## src/include/msg_config.svh

```systemverilog
`ifndef MSG_CONFIG_SVH
`define MSG_CONFIG_SVH

// ==============================
// Host message format
// ==============================
`define MSG_LEN             64
`define MSG_TYPE_LEN        8
`define MSG_ARG_LEN         56
`define RESP_LEN            64

// Input stages beyond the inherent two cycles of turnaround
`define TURNAROUND_EXTRA    6

// Counter reload covering the whole message plus turnaround
`define MSG_CYCLES          (`MSG_LEN + `TURNAROUND_EXTRA - 2)

// Type bit asking for a response
`define TYPE_RESP_BIT       6

// Message type codes
`define TYPE_NOP            8'h80
`define TYPE_LEDSET         8'h81
`define TYPE_ECHO           8'hC0
`define TYPE_SDSTATUS       8'hC2

// ==============================
// CMD6 access-mode capture
// ==============================
`define DATIN_WORD_LEN      16
`define DATIN_BLOCK_WORDS   32
`define CMD6_MODE_WORD      23
`define CMD6_MODE_MSB       11
`define CMD6_MODE_LSB       8

`endif

```

## src/rtl/msg_pkg.sv

```systemverilog
`include "msg_config.svh"

package msg_pkg;

    // Incoming message, type byte first on the wire
    typedef struct packed {
        logic [`MSG_TYPE_LEN-1:0] msg_type;
        logic [`MSG_ARG_LEN-1:0]  arg;
    } msg_t;

    // LED value sits in the low nibble of the argument
    typedef struct packed {
        logic [`MSG_ARG_LEN-5:0] unused;
        logic [3:0]              led;
    } led_set_arg_t;

    // Same argument word, read per message type
    typedef union packed {
        logic [`MSG_ARG_LEN-1:0] echo;
        led_set_arg_t            led_set;
    } msg_arg_u;

    // Response word, shifted out MSB first
    typedef logic [`RESP_LEN-1:0] resp_t;

    // Seen flag lands on response bit 4, mode on bits 3..0
    typedef struct packed {
        logic       seen;
        logic [3:0] access_mode;
    } cmd6_status_t;

    // Shared counter covers both reception and response lengths
    localparam int CYCLE_CNT_MAX = (`MSG_CYCLES > `RESP_LEN) ? `MSG_CYCLES : `RESP_LEN;
    localparam int CYCLE_CNT_W   = $clog2(CYCLE_CNT_MAX + 1);

    typedef logic [CYCLE_CNT_W-1:0] cycle_cnt_t;

endpackage

```

## src/rtl/cycle_counter.sv

```systemverilog
`timescale 1ns/1ps
`include "msg_config.svh"

module cycle_counter
    import msg_pkg::*;
(
    input  logic sd_datInWrite_clk,
    input  logic sd_datInWrite_rst_,
    input  logic load_msg,
    input  logic load_resp,
    output logic count_zero
);

    cycle_cnt_t count;

    // Reload on request, else count down and park at zero
    always_ff @(posedge sd_datInWrite_clk or negedge sd_datInWrite_rst_) begin
        if (!sd_datInWrite_rst_) begin
            count <= '0;
        end else if (load_msg) begin
            count <= cycle_cnt_t'(`MSG_CYCLES);
        end else if (load_resp) begin
            count <= cycle_cnt_t'(`RESP_LEN);
        end else if (count != '0) begin
            count <= count - 1'b1;
        end
    end

    assign count_zero = (count == '0);

endmodule

```

## src/rtl/msg_fsm.sv

```systemverilog
`timescale 1ns/1ps
`include "msg_config.svh"

module msg_fsm
    import msg_pkg::*;
(
    input  logic sd_datInWrite_clk,
    input  logic sd_datInWrite_rst_,
    input  logic data_in,
    input  msg_t msg,
    input  logic count_zero,
    output logic load_msg,
    output logic load_resp,
    output logic exec_strobe,
    output logic data_out_en
);

    localparam logic [1:0] ST_IDLE    = 2'd0;
    localparam logic [1:0] ST_RECEIVE = 2'd1;
    localparam logic [1:0] ST_EXECUTE = 2'd2;
    localparam logic [1:0] ST_RESPOND = 2'd3;

    logic [1:0] state;
    logic       known_type;
    logic       resp_req;

    // Unknown types fall back to Nop, so they never answer
    assign known_type = (msg.msg_type == `TYPE_ECHO)   ||
                        (msg.msg_type == `TYPE_LEDSET) ||
                        (msg.msg_type == `TYPE_SDSTATUS) ||
                        (msg.msg_type == `TYPE_NOP);
    assign resp_req = known_type && msg.msg_type[`TYPE_RESP_BIT];

    // First high bit on the line is the start marker
    assign load_msg    = (state == ST_IDLE) && data_in;
    assign exec_strobe = (state == ST_EXECUTE);
    assign load_resp   = exec_strobe && resp_req;

    // Counter was loaded with the response length on entry
    assign data_out_en = (state == ST_RESPOND) && !count_zero;

    always_ff @(posedge sd_datInWrite_clk or negedge sd_datInWrite_rst_) begin
        if (!sd_datInWrite_rst_) begin
            state <= ST_IDLE;
        end else begin
            case (state)
                ST_IDLE: begin
                    if (data_in) begin
                        state <= ST_RECEIVE;
                    end
                end
                // Message is fully aligned once the count runs out
                ST_RECEIVE: begin
                    if (count_zero) begin
                        state <= ST_EXECUTE;
                    end
                end
                ST_EXECUTE: begin
                    state <= resp_req ? ST_RESPOND : ST_IDLE;
                end
                ST_RESPOND: begin
                    if (count_zero) begin
                        state <= ST_IDLE;
                    end
                end
                default: begin
                    state <= ST_IDLE;
                end
            endcase
        end
    end

endmodule

```

## src/rtl/msg_shifter.sv

```systemverilog
`timescale 1ns/1ps
`include "msg_config.svh"

module msg_shifter
    import msg_pkg::*;
(
    input  logic sd_datInWrite_clk,
    input  logic sd_datInWrite_rst_,
    input  logic data_in,
    output msg_t msg
);

    logic [`TURNAROUND_EXTRA-1:0] delay_line;
    logic [`MSG_LEN-1:0]          msg_reg;

    // ==============================
    // Turnaround delay
    // ==============================
    always_ff @(posedge sd_datInWrite_clk or negedge sd_datInWrite_rst_) begin
        if (!sd_datInWrite_rst_) begin
            delay_line <= '0;
        end else begin
            delay_line <= {delay_line[`TURNAROUND_EXTRA-2:0], data_in};
        end
    end

    // ==============================
    // Message shift register
    // ==============================
    // Start bit reaches the top just as the FSM enters execute
    always_ff @(posedge sd_datInWrite_clk or negedge sd_datInWrite_rst_) begin
        if (!sd_datInWrite_rst_) begin
            msg_reg <= '0;
        end else begin
            msg_reg <= {msg_reg[`MSG_LEN-2:0], delay_line[`TURNAROUND_EXTRA-1]};
        end
    end

    assign msg = msg_reg;

endmodule

```

## src/rtl/resp_shifter.sv

```systemverilog
`timescale 1ns/1ps

module resp_shifter
    import msg_pkg::*;
(
    input  logic  sd_datInWrite_clk,
    input  logic  sd_datInWrite_rst_,
    input  logic  resp_load,
    input  resp_t resp_word,
    output logic  data_out
);

    resp_t resp_reg;

    // MSB goes straight out on load, the rest follows one per cycle
    always_ff @(posedge sd_datInWrite_clk or negedge sd_datInWrite_rst_) begin
        if (!sd_datInWrite_rst_) begin
            resp_reg <= '0;
            data_out <= 1'b0;
        end else if (resp_load) begin
            resp_reg <= {resp_word[$bits(resp_t)-2:0], 1'b0};
            data_out <= resp_word[$bits(resp_t)-1];
        end else begin
            resp_reg <= {resp_reg[$bits(resp_t)-2:0], 1'b0};
            data_out <= resp_reg[$bits(resp_t)-1];
        end
    end

endmodule

```

## src/rtl/cmd_exec.sv

```systemverilog
`timescale 1ns/1ps
`include "msg_config.svh"

module cmd_exec
    import msg_pkg::*;
(
    input  logic         sd_datInWrite_clk,
    input  logic         sd_datInWrite_rst_,
    input  logic         exec_strobe,
    input  msg_t         msg,
    input  cmd6_status_t cmd6_status,
    output logic [3:0]   led,
    output resp_t        resp_word,
    output logic         resp_load
);

    msg_arg_u arg;

    assign arg = msg.arg;

    // ==============================
    // Response word
    // ==============================
    always_comb begin
        resp_word = '0;
        case (msg.msg_type)
            // Top byte stays zero, argument echoed below it
            `TYPE_ECHO: begin
                resp_word[`MSG_ARG_LEN-1:0] = arg.echo;
            end
            `TYPE_SDSTATUS: begin
                resp_word[$bits(cmd6_status_t)-1:0] = cmd6_status;
            end
            // LEDSet, Nop and unknown types send nothing
            default: begin
                resp_word = '0;
            end
        endcase
    end

    // Shifter takes the word in the execute cycle itself
    assign resp_load = exec_strobe;

    // ==============================
    // LED register
    // ==============================
    always_ff @(posedge sd_datInWrite_clk or negedge sd_datInWrite_rst_) begin
        if (!sd_datInWrite_rst_) begin
            led <= '0;
        end else if (exec_strobe && (msg.msg_type == `TYPE_LEDSET)) begin
            led <= arg.led_set.led;
        end
    end

endmodule

```

## src/rtl/cmd6_capture.sv

```systemverilog
`timescale 1ns/1ps
`include "msg_config.svh"

module cmd6_capture
    import msg_pkg::*;
(
    input  logic                       sd_datInWrite_clk,
    input  logic                       sd_datInWrite_rst_,
    input  logic                       wr_trigger,
    input  logic [`DATIN_WORD_LEN-1:0] wr_data,
    output cmd6_status_t               cmd6_status
);

    localparam int WORD_CNT_W = $clog2(`DATIN_BLOCK_WORDS);

    logic [WORD_CNT_W-1:0] word_cnt;

    // Counts down from the top, wrapping once per block
    always_ff @(posedge sd_datInWrite_clk or negedge sd_datInWrite_rst_) begin
        if (!sd_datInWrite_rst_) begin
            word_cnt    <= '1;
            cmd6_status <= '0;
        end else if (wr_trigger) begin
            word_cnt <= word_cnt - 1'b1;
            // Ninth word of the block holds the access mode
            if (word_cnt == WORD_CNT_W'(`CMD6_MODE_WORD)) begin
                cmd6_status.access_mode <= wr_data[`CMD6_MODE_MSB:`CMD6_MODE_LSB];
                cmd6_status.seen        <= 1'b1;
            end
        end
    end

endmodule

```

## src/rtl/spi_msg_top.sv

```systemverilog
`timescale 1ns/1ps

module spi_msg_top
    import msg_pkg::*;
(
    input  logic        sd_datInWrite_clk,
    input  logic        sd_datInWrite_rst_,
    input  logic        data_in,
    input  logic        wr_trigger,
    input  logic [15:0] wr_data,
    output logic        data_out,
    output logic        data_out_en,
    output logic [3:0]  led
);

    msg_t         msg;
    cmd6_status_t cmd6_status;
    resp_t        resp_word;
    logic         resp_load;
    logic         load_msg;
    logic         load_resp;
    logic         exec_strobe;
    logic         count_zero;

    // ==============================
    // Message path
    // ==============================
    msg_shifter i_msg_shifter (
        .sd_datInWrite_clk  (sd_datInWrite_clk),
        .sd_datInWrite_rst_ (sd_datInWrite_rst_),
        .data_in            (data_in),
        .msg                (msg)
    );

    msg_fsm i_msg_fsm (
        .sd_datInWrite_clk  (sd_datInWrite_clk),
        .sd_datInWrite_rst_ (sd_datInWrite_rst_),
        .data_in            (data_in),
        .msg                (msg),
        .count_zero         (count_zero),
        .load_msg           (load_msg),
        .load_resp          (load_resp),
        .exec_strobe        (exec_strobe),
        .data_out_en        (data_out_en)
    );

    cycle_counter i_cycle_counter (
        .sd_datInWrite_clk  (sd_datInWrite_clk),
        .sd_datInWrite_rst_ (sd_datInWrite_rst_),
        .load_msg           (load_msg),
        .load_resp          (load_resp),
        .count_zero         (count_zero)
    );

    cmd_exec i_cmd_exec (
        .sd_datInWrite_clk  (sd_datInWrite_clk),
        .sd_datInWrite_rst_ (sd_datInWrite_rst_),
        .exec_strobe        (exec_strobe),
        .msg                (msg),
        .cmd6_status        (cmd6_status),
        .led                (led),
        .resp_word          (resp_word),
        .resp_load          (resp_load)
    );

    resp_shifter i_resp_shifter (
        .sd_datInWrite_clk  (sd_datInWrite_clk),
        .sd_datInWrite_rst_ (sd_datInWrite_rst_),
        .resp_load          (resp_load),
        .resp_word          (resp_word),
        .data_out           (data_out)
    );

    // Data-in word stream
    cmd6_capture i_cmd6_capture (
        .sd_datInWrite_clk  (sd_datInWrite_clk),
        .sd_datInWrite_rst_ (sd_datInWrite_rst_),
        .wr_trigger         (wr_trigger),
        .wr_data            (wr_data),
        .cmd6_status        (cmd6_status)
    );

endmodule

```

## config.mk

```make
export PLATFORM = sky130hd
export DESIGN_NAME = spi_msg_top
export DESIGN_NICKNAME = d
export VERILOG_FILES = /design/src/rtl/msg_pkg.sv /design/src/rtl/cycle_counter.sv /design/src/rtl/msg_fsm.sv /design/src/rtl/msg_shifter.sv /design/src/rtl/resp_shifter.sv /design/src/rtl/cmd_exec.sv /design/src/rtl/cmd6_capture.sv /design/src/rtl/spi_msg_top.sv
export VERILOG_INCLUDE_DIRS = /design/src /design/src/include
export SDC_FILE = /design/constraint.sdc
export NUM_CORES = 1
export LEC_CHECK = 0
export ABC_AREA = 1
export ABC_CLOCK_PERIOD_IN_PS = 2880
export BUFFER_PORTS_ARGS = -buffer_cell sky130_fd_sc_hd__buf_4
export CORE_MARGIN = 2
export CORE_UTILIZATION = 50
export DETAILED_ROUTE_END_ITERATION = 12
export PLACE_DENSITY = 0.64
export SETUP_SLACK_MARGIN = 0.2
export SLEW_MARGIN = 20
export SYNTH_ARGS = -nofsm -noshare
export SYNTH_HDL_FRONTEND = slang
export SYNTH_HIERARCHICAL = 1
export SYNTH_SLANG_ARGS = --single-unit
```

## constraint.sdc

```tcl
create_clock -name sd_datInWrite_clk -period 2.88 [get_ports sd_datInWrite_clk]
set_clock_uncertainty 0.2 [all_clocks]
set_input_delay 0.144 -clock sd_datInWrite_clk [delete_from_list [all_inputs] [get_ports sd_datInWrite_clk]]
set_output_delay 0.144 -clock sd_datInWrite_clk [all_outputs]
set_load 0.005 [all_outputs]
```

==> results.txt <==
Status: completed
Cell taking the most area after synthesis: dfrtp_1
IO Count: 26
Switching Fraction: 0.2768
CORE AREA: 12670 µm²
TritonCTS clock tree: done
CP peak stage delay: 0.37 ns
Ratio of cells with drive above 1 in the final layout: 0.1842
First-pass GRT wire length: 17.06 mm
Worst Tran Pin Value: 1.001 ns
ANT cells: 0
Initial antenna violation count: 0
Slew headroom: 0.3320
Non-Filler Instances: 856
Fraction of registers with async set/reset: 1.000
Combinational power share: 0.148
Endpoint arrival time on the critical path: 1.71 ns
Cell area after synthesis: 6536 µm²
Number of global-route vias before repair: 3867
DRT Pass-1 Iters: 5
Met3 routed WL: 250 µm
Htree depth: 4
Hold slack: 0.1163 ns
Routed Antenna Nets: 0
Peak fanout along the critical path: 7
Die footprint: 14000 µm²
Yosys top cell area share: 0.5819
Seq/Total Area, Yosys: 0.6020
WL/cell: 10.80 µm
Critical R2R Launch: i_msg_shifter/msg[60]$_DFF_PN0_
Final Cycle Share: 0.7143
Die Span Y: 118.3 µm
Initial core utilization: 0.5158
Worst-path clk slew: 0.06 ns
MaxCap Viol Count: 0
Worst path cell trace: inv_1, ha_1, nand2_2, nor2_4, nor2_2, nand2_1, inv_1, buf_4
Area taken by multi-input logic gates: 2018 µm²
Synth-to-Final Area Change: 10.39%
Total Wirelength: 9.244 mm
Fin crit period: 2.057 ns
PwrDens: 736.9 nW/µm²
CTS max path bufs: 2
Crit Path Category: reg2out
Initial detailed-routing violation count: 215
Crit path max-delay family: flip-flops
Critical path launch point type: flip-flop
DP Cell Count: 818
CTS sink cnt: 157
WP buf/inv: 3
Most frequent cells after synthesis: 243 x nand2_1, 152 x dfrtp_1, 77 x inv_1
Site row count: 41
Area occupied by registers: 3935 µm²
Grt total ovfl: 0
Synth area leaders: dfrtp_1 58%, nand2_1 14%, nor2_4 7.6%
Top-count cell post-synth: nand2_1
Finished Cell Area: 7216 µm²
GRT Total Usage: 0.1510
Yosys warnings: 6
Synthesized area per cell: 10.04 µm²
Post-synth EDFFs: 0
Average via count per standard cell: 4.442
LEAKAGE: 0.003741 µW
DR DRC count: 0
Finished Core Util: 0.5695
GPL Wtd Cong: 0.7680
Met1 WL: 4.379 mm
Setup total negative slack: 0 ns
Crit path required time: 2.54 ns
Fmax: 0.4861 GHz
Nets: 696
Post-synth cell types: 30
CP Capture Type: output port
CP startpoint: i_cycle_counter/count[0]$_DFFE_PN0P_
Sequential power share: 0.481
CP max stage cell: dfrtp_1
Int Pwr: 3846 µW
Clock root cell: clkbuf_16
CTS Buf Count: 17
Die X: 118.3 µm
Hold Fails Final Rpt: 0
Seq cells post-synth: 157
Setup Viol. Count Final: 0
RSZ-0062 raised after global routing: no
Placed cell areas: 6628 µm²
CP most frequent cell: inv_1
NetSw: 1472 µW
Pins over their slew limit: 0
# port buffers: 13
Max VDD drop: 0.0004528 V
Routed length on met2: 4.477 mm
Primary FF master, synth: dfrtp_1
Pin count of the biggest net entering global routing: 74
Power share of the clock group: 0.371
Clk_lat worst skew: 0.41 ns
Synth Instances: 651
Number of flip-flops in the largest register: 64
HP Class: in2async
Uppermost layer routed: met4
Fillcell total: 1112
Vias: 3802
Final HPWL DP: 5.479 mm
Post_cts resized: 0
==> worst paths after layout <==
path | to | slack [ns] | cells past startpoint
setup / recovery | data_out_en | 0.82 | 8
hold / removal | i_resp_shifter/resp_reg[30]$_DFF_PN0_ | 0.12 | 2
setup reg to reg | i_resp_shifter/resp_reg[47]$_DFF_PN0_ | 0.85 | 7
hold reg to reg | i_msg_shifter/delay_line[2]$_DFF_PN0_ | 0.15 | 0
max in group asynchronous | i_cmd6_capture/word_cnt[3]$_DFFE_PN1P_ | 1.56 | 3
min in group sd_datInWrite_clk | i_msg_shifter/delay_line[2]$_DFF_PN0_ | 0.15 | 0
==> routing by layer <==
metal / vias to the layer above / GRT usage
li1: 1948 / -
met1: 1806 / 0.1871
met4: 0 / 0.05873
met3: 11 / 0.04344
met2: 37 / 0.2500
met5: - / 0
==> cell families (layout without fill, tap and decap cells) <==
group,Yosys count,in the layout,share of synthesized area
AO/OA/AOI/OAI,7,7,0.005935
XOR/XNOR,3,3,0.004021
adder cells (fa/ha/maj),4,4,0.007657
buffers and inverters,114,140,0.09322
flip-flops,157,157,0.6020
other,1,8,0.0005737
AND/OR/NAND/NOR,365,365,0.2866
==> power by group through the flow <==
| stage | sequential, µW | clock, µW | combinational [µW] |
|---|---|---|---|
| 4_1_cts | 2560 | 2040 | 811 |
| 5_1_grt | 2580 | 2140 | 924 |
| 3_5_place_dp | 2590 | 0 | 803 |
| 6_report | 2560 | 1970 | 787 |
| 3_3_place_gp | 2590 | 0 | 770 |
| 2_1_floorplan | 2560 | 0 | 684 |
==> layout make-up <==
type	count	area share
tap	172	0.02982
multi-input combinational	387	0.2797
inverter	86	0.04474
clock inverter	8	0.009710
timing repair buffer	23	0.02861
clock buffer	23	0.06208
sequential	157	0.5453
==> timing repair <==
item | CTS | global route
hold buffers | 7 | 0
buffers inserted | 0 | 0
endpoints found under the hold margin | 84 | 0
==> layout by cell type (no fill, tap or decap), types with 5 or more instances in the layout <==
cell	synthesis	final
nand4_1	5	5
nor2_4	44	44
inv_2	9	10
nor2_2	14	14
dfrtp_1	152	152
nand2_1	243	243
nor2_1	20	20
buf_4	11	14
conb_1	1	8
dlygate4sd3_1	0	7
dfstp_2	5	5
inv_1	77	76
clkinv_2	0	5
clkbuf_16	0	17
nand3_1	26	26
clkbuf_1	0	6
==> per-stage QoR <==
stage	worst slack [ns]	total power (µW)
6_report	0.8228	5317
3_5_place_dp	0.8455	3397
2_1_floorplan	1.451	3246
4_1_cts	0.7879	5409
5_1_grt	0.6504	5641
3_3_place_gp	0.8799	3357
No activity file was read; power rests on OpenSTA's default activity.
